===== config.mk =====
export PLATFORM = sky130hd
export DESIGN_NAME = frame_read_ctrl
export DESIGN_NICKNAME = d
export VERILOG_FILES = /design/src/design/mac_rx_pkg.sv /design/src/design/frame_read_ctrl.sv
export VERILOG_INCLUDE_DIRS = /design/src /design/src/include
export SDC_FILE = /design/constraint.sdc
export NUM_CORES = 1
export LEC_CHECK = 0
export BUFFER_PORTS_ARGS = -buffer_cell sky130_fd_sc_hd__buf_2
export CORE_UTILIZATION = 46
export DETAILED_ROUTE_END_ITERATION = 16
export PLACE_DENSITY = 0.77
export SYNTH_ARGS = -nofsm -noshare
export SYNTH_HDL_FRONTEND = slang
export SYNTH_SLANG_ARGS = --single-unit

===== constraint.sdc =====
create_clock -name i_clk -period 2.1 [get_ports i_clk]
set_input_delay 0.42 -clock i_clk [delete_from_list [all_inputs] [get_ports i_clk]]
set_output_delay 0.42 -clock i_clk [all_outputs]
set_load 0.01 [all_outputs]

===== src/include/mac_rx_defs.svh =====
// widths, depths and frame constants for the RMII receive MAC
// shared by the package and the design modules

`ifndef MAC_RX_DEFS_SVH
`define MAC_RX_DEFS_SVH

// ------------------------------
// byte and frame sizes
// ------------------------------
`define MAC_BYTE_W          8
`define MAC_MAX_FRAME_BYTES 1518
`define MAC_LEN_W           11

// idle cycles without a valid dibit that close a frame
`define MAC_IDLE_END        63
`define MAC_IDLE_W          6

// 7 x 0x55 then 0xD5, first dibit in bits [1:0]
`define MAC_PREAMBLE_SFD    64'hD555_5555_5555_5555

// good-frame residue, msb-first form
`define MAC_CRC_RESIDUE     32'hC704_DD7B

// ------------------------------
// buffer depths
// ------------------------------
`define MAC_DATA_FIFO_DEPTH 2048
`define MAC_RES_FIFO_DEPTH  16

`endif


===== src/design/mac_rx_pkg.sv =====
// types shared by the receive MAC blocks
// byte stream between stages and the stored FIFO entry

`include "mac_rx_defs.svh"

package mac_rx_pkg;

	// one byte of a frame on the internal stream
	typedef struct packed {
		logic                   sop;
		logic                   eop;
		logic                   vld;
		logic [`MAC_BYTE_W-1:0] data;
	} mac_byte_t;

	// frame FIFO word, sop in the top bit
	typedef struct packed {
		logic                   sop;
		logic                   eop;
		logic [`MAC_BYTE_W-1:0] data;
	} mac_fifo_entry_t;

endpackage


===== src/design/frame_read_ctrl.sv =====
// stored-frame count, read scheduling and the output registers

`timescale 1ns/1ps
`include "mac_rx_defs.svh"

module frame_read_ctrl (
	input  logic                        i_clk,
	input  logic                        i_rst_n,
	input  logic                        i_frame_stored,
	input  mac_rx_pkg::mac_fifo_entry_t i_data_rdat,
	input  logic                        i_res_empty,
	input  logic                        i_res_ok,
	output logic                        o_data_rd,
	output logic                        o_res_rd,
	output logic                        o_mac_packet_rx_sop,
	output logic                        o_mac_packet_rx_eop,
	output logic                        o_mac_packet_rx_vld,
	output logic [7:0]                  o_mac_packet_rx_dat,
	output logic                        o_mac_packet_rx_crc_ok
);

	localparam int CNT_W = $clog2(`MAC_RES_FIFO_DEPTH) + 1;

	logic [CNT_W-1:0] frame_cnt;
	logic             rd_flag;
	logic             rd_q;
	logic             res_rd_q;
	logic             ok_hold;
	logic             start;
	logic             last_seen;

	// a frame starts only once its result is waiting too
	assign start     = (frame_cnt != '0) && !i_res_empty && !rd_flag;
	assign last_seen = rd_q && i_data_rdat.eop;
	assign o_res_rd  = start;
	// stop as soon as the eop entry shows up on the read port
	assign o_data_rd = rd_flag && !last_seen;

	always_ff @(posedge i_clk) begin
		if (!i_rst_n) begin
			frame_cnt <= '0;
			rd_flag   <= 1'b0;
			rd_q      <= 1'b0;
			res_rd_q  <= 1'b0;
		end else begin
			case ({i_frame_stored, last_seen})
				2'b10:   frame_cnt <= frame_cnt + 1'b1;
				2'b01:   frame_cnt <= frame_cnt - 1'b1;
				default: frame_cnt <= frame_cnt;
			endcase
			if (start)
				rd_flag <= 1'b1;
			else if (last_seen)
				rd_flag <= 1'b0;
			rd_q     <= o_data_rd;
			res_rd_q <= o_res_rd;
		end
	end

	// ------------------------------
	// output registers
	// ------------------------------
	always_ff @(posedge i_clk) begin
		if (!i_rst_n) begin
			ok_hold                <= 1'b0;
			o_mac_packet_rx_sop    <= 1'b0;
			o_mac_packet_rx_eop    <= 1'b0;
			o_mac_packet_rx_vld    <= 1'b0;
			o_mac_packet_rx_crc_ok <= 1'b0;
		end else begin
			if (res_rd_q)
				ok_hold <= i_res_ok;
			o_mac_packet_rx_sop    <= rd_q && i_data_rdat.sop;
			o_mac_packet_rx_eop    <= last_seen;
			o_mac_packet_rx_vld    <= rd_q;
			o_mac_packet_rx_crc_ok <= last_seen && ok_hold;
		end
	end

	always_ff @(posedge i_clk) begin
		o_mac_packet_rx_dat <= i_data_rdat.data;
	end

endmodule


### Yosys cells after proc, flatten, opt, wreduce, memory -nomap -nowiden

Index checks and enable logic that the tools add are counted.

| cells by class | value |
|---|---|
| mux-type cells | 3 |
| add/subtract/negate cells | 2 |
| equal/unequal tests | 2 |
| reductions and logical operators | 12 |

Operators by type and width:

| kind | count |
|---|---|
| case mux 5 bit (2 select lines) | 1 |
| logical AND 1 bit | 6 |
| adder 5 x 1 -> 5 bit, second input constant | 1 |
| nonzero test 5 bit | 1 |
| subtractor 5 x 1 -> 5 bit, second input constant | 1 |
| nonzero test 2 bit | 2 |
| logical NOT 1 bit | 3 |
| == test 2 x 1 -> 1 bit, second input constant | 1 |
| == test 2 bit, second input constant | 1 |
| two-way mux 1 bit | 2 |

| storage, ports and cells | value |
|---|---|
| word-level logic and storage cells | 29 |
| flip-flop bits (word level) | 21 |
| bits of input ports | 15 |

### Longest topological paths before layout

Gate-level depths: netlist (run 1).

| logic depth | value |
|---|---|
| word-level depth | 4 |
| depth in mapped cells | 10 |
| mapped depth without buffers | 10 |

### Worst setup path before layout (run 1)

OpenSTA, ideal clock, no wires.

| path | value |
|---|---|
| path kind | input to register |
| start | in i_data_rdat[8] (netlist name) |
| end | reg frame_cnt[4] |
| slack | 0.234 ns |
| arrival time | 1.794 ns |
| required time | 2.028 ns |
| cell stages on the path | 10 |
| path through | nand2_1 inv_1 ha_1 xor2_1 ha_1 nor2b_1 o21ai_0 nand3_1 o211ai_2 mux2i_1 |

| between the ends | value |
|---|---|
| longest elaborated chain between the ends | 3 |

RTL lines:

| item | RTL line | RTL |
|---|---|---|
| from (decl) | frame_read_ctrl.sv:10 | `input mac_rx_pkg::mac_fifo_entry_t i_data_rdat,` |
| logical AND 1 bit * | frame_read_ctrl.sv:34 | `assign last_seen = rd_q && i_data_rdat.eop;` |
| via last_seen | frame_read_ctrl.sv:30 | `logic last_seen;` |
| == test 2 x 1 -> 1 bit / == test 2 bit (equally long branches) | frame_read_ctrl.sv:46 | `case ({i_frame_stored, last_seen})` |
| case mux 5 bit (2 select lines) / nonzero test 2 bit (equally long branches) | -- |  |
| to (signal assigned) | frame_read_ctrl.sv:47 | `2'b10: frame_cnt <= frame_cnt + 1'b1;` |
| to (signal assigned) | frame_read_ctrl.sv:48 | `2'b01: frame_cnt <= frame_cnt - 1'b1;` |
| to (signal assigned) | frame_read_ctrl.sv:49 | `default: frame_cnt <= frame_cnt;` |
| to (decl) | frame_read_ctrl.sv:24 | `logic [CNT_W-1:0] frame_cnt;` |

Mark *: on every way through the listed nets, which the timed path passes. The rest lies on a longest branch.
A chain may end at the register's enable or synchronous reset.

### Worst setup path after layout (run 1)

| path | value |
|---|---|
| start | reg rd_q |
| end | reg frame_cnt[4] |

| between the ends | value |
|---|---|
| longest elaborated chain between the ends | 3 |

RTL lines:

| item | RTL line | RTL |
|---|---|---|
| from (decl) | frame_read_ctrl.sv:26 | `logic rd_q;` |
| from (signal assigned) | frame_read_ctrl.sv:55 | `rd_q <= o_data_rd;` |
| logical AND 1 bit * | frame_read_ctrl.sv:34 |  |
| via last_seen | frame_read_ctrl.sv:30 |  |
| == test 2 x 1 -> 1 bit / == test 2 bit (equally long branches) | frame_read_ctrl.sv:46 |  |
| case mux 5 bit (2 select lines) / nonzero test 2 bit (equally long branches) | -- |  |

Marked as above.

==> results of run 1 <==
[kinds of logic (layout without fill, tap and decap cells)]
group                    after synthesis  in the layout  share of synthesized area [%]
multiplexers                           3              3                           3.69
buffers and inverters                  5             37                           2.46
AO/OA/AOI/OAI                         11             11                           9.98
flip-flops                            21             21                           51.6
AND/OR/NAND/NOR                       29             29                           22.9
XOR/XNOR                               3              3                           3.23
adder cells (fa/ha/maj)                4              4                           6.14
[cells in the mapped netlist, drive strengths merged (2+ instances only)]
library cell  instances  area share (%)
and3                  3             2.3
nand2                 2            0.92
and2                  5             3.8
xnor2                 2             2.2
inv                   3             1.4
dfxtp                21              52
and4bb                2             3.1
a21oi                 3             2.3
o21ai                 3             1.8
nand3                 5             3.1
nor2b                 3             2.3
ha                    4             6.1
nor2                  3             1.7
o211ai                2             2.5
mux2i                 3             3.7
[through the flow]
| stage | hold WS, ns | setup WS (ns) | std cells |
|---|---|---|---|
| final | 0.207 | 0.246 | 124 |
| after global placement | 0.444 | 0.129 | 120 |
| after floorplan | 0.429 | 0.234 | 76 |
| after detailed placement | 0.447 | 0.0444 | 120 |
| after global routing | 0.182 | 0.0677 | 124 |
| after CTS | 0.196 | 0.244 | 124 |
[worst max-delay path, cell delays in order (launching register included)]
cell and delay, ns:
dfxtp_1 0.34, nand2_1 0.08, inv_1 0.06, ha_1 0.21, xor2_1 0.16, ha_1 0.24, nor2b_1 0.15, o21ai_0 0.16
nand3_1 0.11, o211ai_2 0.09, mux2i_1 0.18
[routing by layer]
layer  share of wire [%]  up-vias  global-route usage (%)
met5                   0        -                       0
met4                 2.2        0                    9.09
met3                 5.8        5                    6.53
met2                  49       22                    32.1
met1                  43      289                    20.3
li1                    -      333                       -
[worst min path at each step]
stage / startpoint / slack [ns] / cells past startpoint / end
3_5_place_dp: ok_hold / 0.45 / 1 / o_mac_packet_rx_crc_ok
5_1_grt: i_data_rdat[7] / 0.18 / 1 / o_mac_packet_rx_dat[7]
6_report: i_data_rdat[6] / 0.21 / 1 / o_mac_packet_rx_dat[6]
2_1_floorplan: ok_hold / 0.43 / 1 / o_mac_packet_rx_crc_ok
4_1_cts: i_data_rdat[7] / 0.20 / 1 / o_mac_packet_rx_dat[7]
3_3_place_gp: ok_hold / 0.44 / 1 / o_mac_packet_rx_crc_ok
[cells in the final DEF (no fill, tap or decap)]
| cell | count |
|---|---|
| a211oi_2 | 1 |
| a21boi_1 | 1 |
| a21oi_1 | 2 |
| a21oi_2 | 1 |
| and2_1 | 5 |
| and3_1 | 3 |
| and4bb_1 | 1 |
| and4bb_2 | 1 |
| buf_2 | 28 |
| buf_4 | 2 |
| clkbuf_4 | 3 |
| clkinv_2 | 1 |
| dfxtp_1 | 21 |
| ha_1 | 4 |
| inv_1 | 2 |
| inv_2 | 1 |
| mux2i_1 | 3 |
| nand2_1 | 2 |
| nand2b_1 | 1 |
| nand3_1 | 5 |
| nand3b_1 | 1 |
| nand4_1 | 1 |
| nor2_1 | 2 |
| nor2_2 | 1 |
| nor2b_1 | 3 |
| nor3_1 | 1 |
| nor4b_2 | 1 |
| o211ai_1 | 1 |
| o211ai_2 | 1 |
| o21a_1 | 1 |
| o21ai_0 | 3 |
| or3_1 | 1 |
| xnor2_1 | 2 |
| xor2_1 | 1 |
[registers in the layout, summed over array words and instances, names as in the netlist]
register                cells
rd_flag                     1
o_mac_packet_rx_crc_ok      1
rd_q                        1
o_mac_packet_rx_sop         1
o_mac_packet_rx_dat         8
o_mac_packet_rx_vld         1
o_mac_packet_rx_eop         1
frame_cnt                   5
res_rd_q                    1
ok_hold                     1
[area by class of cell]
class	instances	area [sq um]
Clock inverter	1	5.00
Tap cell	16	20.0
Sequential cell	21	420
Clock buffer	3	22.5
Fill cell	146	568
Timing Repair Buffer	30	155
Inverter	3	11.3
Multi-Input combinational cell	50	374
[where the power goes]
group | internal, uW | switching, uW | total (uW)
Clock | 71.1 | 118 | 189
Sequential | 423 | 20.1 | 443
Combinational | 57.7 | 51.8 | 110
==> results.md, run 1 <==
* Setup crit end: frame_cnt[4]
* CORE AREA at 1580 sq um
* Port buffer count at 28
* Final Instance Area at 1010 sq um
* HP Class: input pin to flop
* Via density at 5.23
* Drt pass-1 iters at 5
* #FFs+latches synth at 21
* Final Skew at 0.00274 ns
* EDFF count, synth at 0
* Gr usage total at 18.6%
* Worst rel slew slack at 80.3%
* Async SR Flop Fraction at 0%
* Status: finished clean
* First-pass GRT wire length at 2.55 mm
* Inserted Diodes at 0
* Post-DR wirelength/cell at 12.4 microns
* CTS Root Buffer Type: clkbuf_4
* CTS tree: built
* H-tree depth at 1
* Clock sinks at 21
* Chip Width at 44.1 microns
* Synth Warn # at 0
* Ys flop type: dfxtp_1
* Die area at 1940 sq um
* Iter 0 DRT Violations at 7
* Top Ports at 29
* Net Count, Synth at 95
* Vias in the first global route at 600
* Measured slew at the worst slew-check pin at 0.295 ns
* Final Slew Violations at 0
* Pwr/cell area at 736 nW/um^2
* Crit path launch type: flop
* DR DRC count at 0
* Reg2Reg Depth at 10
* Syn Inst Count at 76
* Fmax at 539 MHz
* Dpl cell area at 981 sq um
* Max Cap Viol at 0
* Core Rows at 14
* Synth-to-Final Area Change at 23.8%
* Ratio of cells with drive above 1 in the final layout at 38.0%
* Lkg Pwr at 0.000494 uW
* Crit path from: rd_q
* Cells resized by post-CTS repair at 0
* CP arrival at 2.10 ns
* Unique masters post-synth at 32
* Setup violators final at 0
* CTS max path bufs at 2
* Number of buffers created by CTS at 3
* Period utilization at 88.3%
* Final GP Congestion at 0.825
* Cts-stage hold buffer count at 0
* Final #Nets at 128
* Die H at 44.1 microns
* Post-DP HPWL at 1.18 mm
* Sequential area share after synthesis at 51.6%
* CP Data Required Time at 2.34 ns
* Post-synthesis cell area at 815 sq um
* ANT nets after route at 0
* Worst reg2reg setup slack at 0.25 ns
* Syn Area/Cell at 10.7 sq um
* Largest net degree at the start of global routing at 16
* Worst-path clk slew at 0.11 ns
* Post-CTS Setup Bufs at 0
* Pwr Total at 742 uW
* Worst reg2reg path endpoint: frame_cnt[4]
* FF-to-FF Start: rd_q
* Final cell utilization of the core at 64.0%
* Number of antenna violations at the first check in global routing at 0
* WS Path Type: flop to flop
* GRT overflow at 0
* Via count at 649
* Clock latency on the worst-skew pair at 0.30 ns
* Setup crit end kind: flop
* Initial Util at 51.7%
* Final hold vios at 0
* CP max FO at 4
* RSZ-0062 raised after global routing: false
* Setup TNS at 0 ns
* Worst vdd ir at 0.551 mV
* Post-route minimum period at 1.85 ns
* Drt total wl at 1.53 mm
No activity file was read; power rests on OpenSTA's default activity.
==> run 2: changes to the inputs <==
--- a/config.mk
+++ b/config.mk
@@ -7,9 +7,9 @@
 export NUM_CORES = 1
 export LEC_CHECK = 0
 export BUFFER_PORTS_ARGS = -buffer_cell sky130_fd_sc_hd__buf_2
-export CORE_UTILIZATION = 46
+export CORE_UTILIZATION = 45
 export DETAILED_ROUTE_END_ITERATION = 16
-export PLACE_DENSITY = 0.77
+export PLACE_DENSITY = 0.75
 export SYNTH_ARGS = -nofsm -noshare
 export SYNTH_HDL_FRONTEND = slang
 export SYNTH_SLANG_ARGS = --single-unit
==> run 2 against run 1 <==
Compared with the run above:
- clock power barely moved
- die area rose by 2.1%
- total power rose by 0.19%
- global-route usage fell by 1.5 points
- largest power group unchanged
- hold slack got worse by 0.0010 ns
- largest cell class unchanged
- critical path type unchanged
- register-to-register slack got worse by 0.08 ns
==> results.md, run 2 (synthesis gave the netlist of run 1 again) <==
* Chip Width at 44.5 microns (+1.1%)
* DR DRC count at 0 (unchanged)
* Setup violators final at 0 (unchanged)
* Pwr Total at 744 uW (+0.19%)
* Critical-path top delay cell: dfxtp_1
* Initial Util at 47.7% (-4.0 points)
* Worst reg2reg setup slack at 0.17 ns (-0.08 ns)
* Drt total wl at 1.47 mm (-4.1%)
* Pwr/cell area at 729 nW/um^2 (-0.91%)
* CORE AREA at 1710 sq um (+8.3%)
* Vias in the first global route at 598 (-0.33%)
* Top Family by Delay on Critical Path: adder cells
* Post-CTS Setup Bufs at 0 (unchanged)
* Number of buffers created by CTS at 3 (unchanged)
* Worst rel slew slack at 80.6% (+0.26 points)
* CP arrival at 2.18 ns (+0.08 ns)
* Largest net degree at the start of global routing at 16 (unchanged)
* Final Slew Violations at 0 (unchanged)
* WS Path Type: flop to flop
* Dpl cell area at 992 sq um (+1.1%)
* H-tree depth at 1 (unchanged)
* Cts-stage hold buffer count at 0 (unchanged)
* Port buffer count at 28 (unchanged)
* Clock sinks at 21 (unchanged)
* Via density at 4.92 (-5.9%)
* First-pass GRT wire length at 2.42 mm (-5.1%)
* Worst reg2reg path endpoint: frame_cnt[4]
* CP Data Required Time at 2.35 ns (about the same)
* Setup TNS at 0 ns (unchanged)
* Hold Path Origin: i_data_rdat[7]
* RSZ-0062 raised after global routing: false
* Post-DP HPWL at 1.11 mm (-5.9%)
* Core Rows at 15 (+1)
* Clock latency on the worst-skew pair at 0.31 ns (about the same)
* Worst slack, placed at 0.0388 ns (-0.00561 ns)
* Commonest non-fill, non-tap cell in the layout: buf_2
* Number of antenna violations at the first check in global routing at 0 (unchanged)
* Die H at 44.5 microns (+1.1%)
* Final hold vios at 0 (unchanged)
* CTS Root Buffer Type: clkbuf_4
* Drt pass-1 iters at 4 (-1)
* Worst vdd ir at 0.476 mV (-14%)
* Post-DR wirelength/cell at 11.1 microns (-11%)
* CTS tree: built
* Post-route minimum period at 1.93 ns (+0.0777 ns)
* Final #Nets at 128 (unchanged)
* Final Skew at 0.00581 ns (+0.00307 ns)
* Inserted Diodes at 0 (unchanged)
* Final GP Congestion at 0.837 (+1.4%)
* FF-to-FF Start: rd_q
* Final worst slack at 0.168 ns (-0.0777 ns)
* Lkg Pwr at 0.000494 uW (unchanged)
* CP max FO at 4 (unchanged)
* Reg2Reg Depth at 10 (unchanged)
* Final cell utilization of the core at 59.7% (-4.3 points)
* Worst hold path depth at 1 (unchanged)
* HP Class: input pin to flop
* CP peak stage delay at 0.34 ns (about the same)
* Reg with most FFs: o_mac_packet_rx_dat
* Gr usage total at 17.2% (-1.5 points)
* Largest registers: o_mac_packet_rx_dat x8, frame_cnt x5
* ANT nets after route at 0 (unchanged)
* Final Instance Area at 1020 sq um (+1.1%)
* GRT overflow at 0 (unchanged)
* Most used cell, CP: ha_1
* Max Cap Viol at 0 (unchanged)
* Iter 0 DRT Violations at 11 (+4)
* Status: finished clean
* Crit path launch type: flop
* CTS max path bufs at 2 (unchanged)
* Die area at 1980 sq um (+2.1%)
* Measured slew at the worst slew-check pin at 0.291 ns (-0.00390 ns)
* Period utilization at 92.0% (+3.7 points)
* Crit path buf inv count at 1 (unchanged)
* Setup crit end kind: flop
* Worst-path clk slew at 0.11 ns (about the same)
* Fmax at 518 MHz (-4.0%)
* Top Ports at 29 (unchanged)
* Commonest non-fill, non-tap cells in the layout: buf_2 (28), dfxtp_1 (21), and2_1 (5), nand3_1 (5), ha_1 (4)
* Hold EP: o_mac_packet_rx_dat[7]
* Ratio of cells with drive above 1 in the final layout at 38.0% (unchanged)
* Max FFs per register at 8 (unchanged)
* Critical-path cell list: nand2_1 > inv_1 > ha_1 > xor2_1 > ha_1 > nor2b_1 > o21ai_0 > nand3_1 > o211ai_2 > mux2i_1
* Via count at 655 (+0.92%)
* Cells resized by post-CTS repair at 0 (unchanged)
* Synth-to-Final Area Change at 25.2%
[run 2: final cells by class]
type                    instances  area [sq um]
well taps                      25          31.3
clock inverters                 1          5.00
fillers                       148           688
multi-input cells              50           374
inverters                       3          11.3
flip-flops and latches         21           420
repair buffers                 30           155
clock buffers                   3          22.5
[run 2: how the worst max path moves through the flow]
stage	start	to	slack (ns)	cells past startpoint
after global placement	i_data_rdat[8]	frame_cnt[4]	0.11	10
after floorplan	i_data_rdat[8]	frame_cnt[4]	0.23	10
after detailed placement	i_data_rdat[8]	frame_cnt[4]	0.04	10
after global routing	rd_q	frame_cnt[4]	0.05	10
final	rd_q	frame_cnt[4]	0.17	10
after CTS	rd_q	frame_cnt[4]	0.22	10
[run 2: per-layer routing]
metal	part of all wire (%)	wire, microns	GRT usage, %
met1	42	622	20.2
met3	5.0	74	4.90
met2	49	728	26.5
met5	0	0	0
met4	3.1	45	12.7
[run 2: power by group]
group | internal (uW) | switching, uW
registers | 423 | 19.6
logic | 57.6 | 51.7
clock network | 71.2 | 120
total | 552 | 192
[run 2: worst register-to-register path: stages, from the launching register on]
cell,delay [ns]
dfxtp_1,0.34
nand2_1,0.09
inv_1,0.06
ha_1,0.22
xor2_1,0.16
ha_1,0.24
nor2b_1,0.15
o21ai_0,0.21
nand3_1,0.13
o211ai_2,0.09
mux2i_1,0.18
[run 2: through the flow]
| stage | hold WS (ns) | std cells |
|---|---|---|
| after detailed placement | 0.449 | 129 |
| after global placement | 0.444 | 129 |
| after floorplan | 0.429 | 76 |
| final | 0.206 | 133 |
| after global routing | 0.181 | 133 |
| after CTS | 0.193 | 133 |
==> run 3: changes to the inputs <==
--- a/config.mk
+++ b/config.mk
@@ -9,7 +9,7 @@
 export BUFFER_PORTS_ARGS = -buffer_cell sky130_fd_sc_hd__buf_2
 export CORE_UTILIZATION = 45
 export DETAILED_ROUTE_END_ITERATION = 16
-export PLACE_DENSITY = 0.75
+export PLACE_DENSITY = 0.73
 export SYNTH_ARGS = -nofsm -noshare
 export SYNTH_HDL_FRONTEND = slang
 export SYNTH_SLANG_ARGS = --single-unit
==> constraint.sdc (replaced) <==
create_clock -name i_clk -period 2.1 [get_ports i_clk]
set_input_delay 0.525 -clock i_clk [delete_from_list [all_inputs] [get_ports i_clk]]
set_output_delay 0.525 -clock i_clk [all_outputs]
set_load 0.01 [all_outputs]
==> run 3 against run 2 <==
Compared with the run above:
- sequential cell count stayed put
- worst setup slack better by 0.086 ns
- clock skew is 0.0033 ns lower
- critical path depth is 7 lower
- via count is 1.8% lower
- hold slack better by 0.11 ns
- critical path type is now flop to output pin
- critical endpoint is now o_res_rd
- largest cell class unchanged
==> results.md, run 3 (synthesis gave the netlist of run 1 again) <==
* Clock sinks at 21 (unchanged)
* Largest registers: o_mac_packet_rx_dat x8, frame_cnt x5
* HP Class: input pin to flop
* Largest net degree at the start of global routing at 16 (unchanged)
* Post-CTS Setup Bufs at 0 (unchanged)
* Period utilization at 87.9% (-4.1 points)
* Final hold vios at 0 (unchanged)
* Fillers at 159 (+7.4%)
* Worst reg2reg path endpoint: frame_cnt[2]
* GRT busiest layer: met2
* Worst hold path depth at 1 (unchanged)
* Synth-to-Final Area Change at 26.9%
* Via count at 643 (-1.8%)
* Cells resized by post-CTS repair at 0 (unchanged)
* Die area at 1980 sq um (unchanged)
* Placed insts at 129 (unchanged)
* Via density at 4.83 (-1.8%)
* Port buffer count at 28 (unchanged)
* Hold Path Origin: i_data_rdat[0]
* Iter 0 DRT Violations at 3 (-8)
* Post-route minimum period at 1.85 ns (-0.0858 ns)
* Hold EP: o_mac_packet_rx_dat[0]
* CP Data Required Time at 1.57 ns (-0.78 ns)
* CTS Root Buffer Type: clkbuf_4
* FF-to-FF Start: rd_q
* Drt pass-1 iters at 3 (-1)
* Measured slew at the worst slew-check pin at 0.275 ns (-0.0161 ns)
* Number of buffers created by CTS at 3 (unchanged)
* H-tree depth at 1 (unchanged)
* Final GP Congestion at 0.818 (-2.2%)
* Drt total wl at 1.39 mm (-5.7%)
* Number of antenna violations at the first check in global routing at 0 (unchanged)
* Final cell utilization of the core at 60.5% (+0.81 points)
* Cts-stage hold buffer count at 0 (unchanged)
* Max FFs per register at 8 (unchanged)
* Worst rel slew slack at 81.7% (+1.1 points)
* Inserted Diodes at 0 (unchanged)
* Chip Width at 44.5 microns (unchanged)
* Final #Nets at 128 (unchanged)
* Setup violators final at 0 (unchanged)
* ANT nets after route at 0 (unchanged)
* Vias in the first global route at 555 (-7.2%)
* First-pass GRT wire length at 2.30 mm (-4.9%)
* Core Rows at 15 (unchanged)
* Status: finished clean
* CP arrival at 1.32 ns (-0.86 ns)
* Post-route non-filler standard cell count at 133 (unchanged)
* CTS tree: built
* Met2 global-route usage at 24.4% (-2.1 points)
* Reg2Reg Depth at 9 (-1)
* GRT met1 Usage at 20.0% (-0.25 points)
* Fmax at 542 MHz (+4.7%)
* Grt met3 use at 8.57% (+3.7 points)
* GRT overflow at 0 (unchanged)
* Final Slew Violations at 0 (unchanged)
* Post-DP HPWL at 1.04 mm (-5.9%)
* Ratio of cells with drive above 1 in the final layout at 38.9% (+0.93 points)
* Setup crit end kind: output pin
* Crit path from: frame_cnt[0]
* Worst vdd ir at 0.475 mV (-0.21%)
* Pwr/cell area at 717 nW/um^2 (-1.7%)
* Gr usage total at 16.3% (-0.92 points)
* Worst reg2reg setup slack at 0.26 ns (+0.09 ns)
* Die H at 44.5 microns (unchanged)
* Worst-path clk slew at 0.11 ns (about the same)
* CTS max path bufs at 2 (unchanged)
* Max Cap Viol at 0 (unchanged)
* Initial Util at 47.7% (unchanged)
* Commonest non-fill, non-tap cell in the layout: buf_2
* Final Skew at 0.00253 ns (-0.00328 ns)
* CORE AREA at 1710 sq um (unchanged)
* Clock latency on the worst-skew pair at 0.30 ns (about the same)
* Commonest non-fill, non-tap cells in the layout: buf_2 (28), dfxtp_1 (21), and2_1 (5), nand3_1 (5)
* Post-DR wirelength/cell at 10.4 microns (-5.7%)
* DR DRC count at 0 (unchanged)
* CP max FO at 5 (+1)
* RSZ-0062 raised after global routing: false
* Crit path launch type: flop
* Reg with most FFs: o_mac_packet_rx_dat
* Top Ports at 29 (unchanged)
* Lkg Pwr at 0.000488 uW (-1.3%)
* WS Path Type: flop to output pin
[run 3: cell count changes in the layout (fill, tap and decap cells not counted), sizes merged]
cell and delta:
clkbuf +1, clkinv -1
[run 3: worst max-delay path, stage by stage (launching register included)]
cell and delay (ns):
dfxtp_1 0.46, nor3_1 0.10, a211oi_2 0.28, buf_2 0.18
[run 3: how the worst max path moves through the flow]
stage | to | cells past startpoint
2_1_floorplan | frame_cnt[4] | 10
3_3_place_gp | frame_cnt[4] | 11
3_5_place_dp | frame_cnt[4] | 10
4_1_cts | frame_cnt[4] | 10
5_1_grt | frame_cnt[2] | 9
6_report | o_res_rd | 3
[run 3: cell type report]
type	count	area, sq um	share of cell area (%)
tap	25	31.3	3.03
multi-input combinational	50	389	37.7
inverter	3	11.3	1.09
clock buffer	4	26.3	2.54
timing repair buffer	30	155	15.0
sequential	21	420	40.7
[run 3: per-layer routing]
| metal | share of wire [%] | wire (microns) |
|---|---|---|
| met3 | 6.0 | 83 |
| met2 | 47 | 657 |
| met5 | 0 | 0 |
| met1 | 45 | 626 |
| met4 | 1.4 | 19 |
[run 3: metrics by stage]
step | hold WS [ns] | setup WS, ns | total power, uW | cell area [sq um] | setup TNS (ns)
2_1_floorplan | 0.429 | 0.129 | 517 | 815 | 0
3_3_place_gp | 0.441 | -0.0494 | 558 | 992 | -0.0660
3_5_place_dp | 0.447 | -0.135 | 561 | 992 | -0.220
4_1_cts | 0.309 | 0.141 | 744 | 1020 | 0
5_1_grt | 0.294 | 0.0371 | 783 | 1030 | 0
6_report | 0.314 | 0.254 | 741 | 1030 | 0
[run 3: power breakdown]
group	internal, uW	total (uW)	switching [uW]
Combinational	58.5	110	51.4
Sequential	423	443	20.1
Clock	74.1	188	114
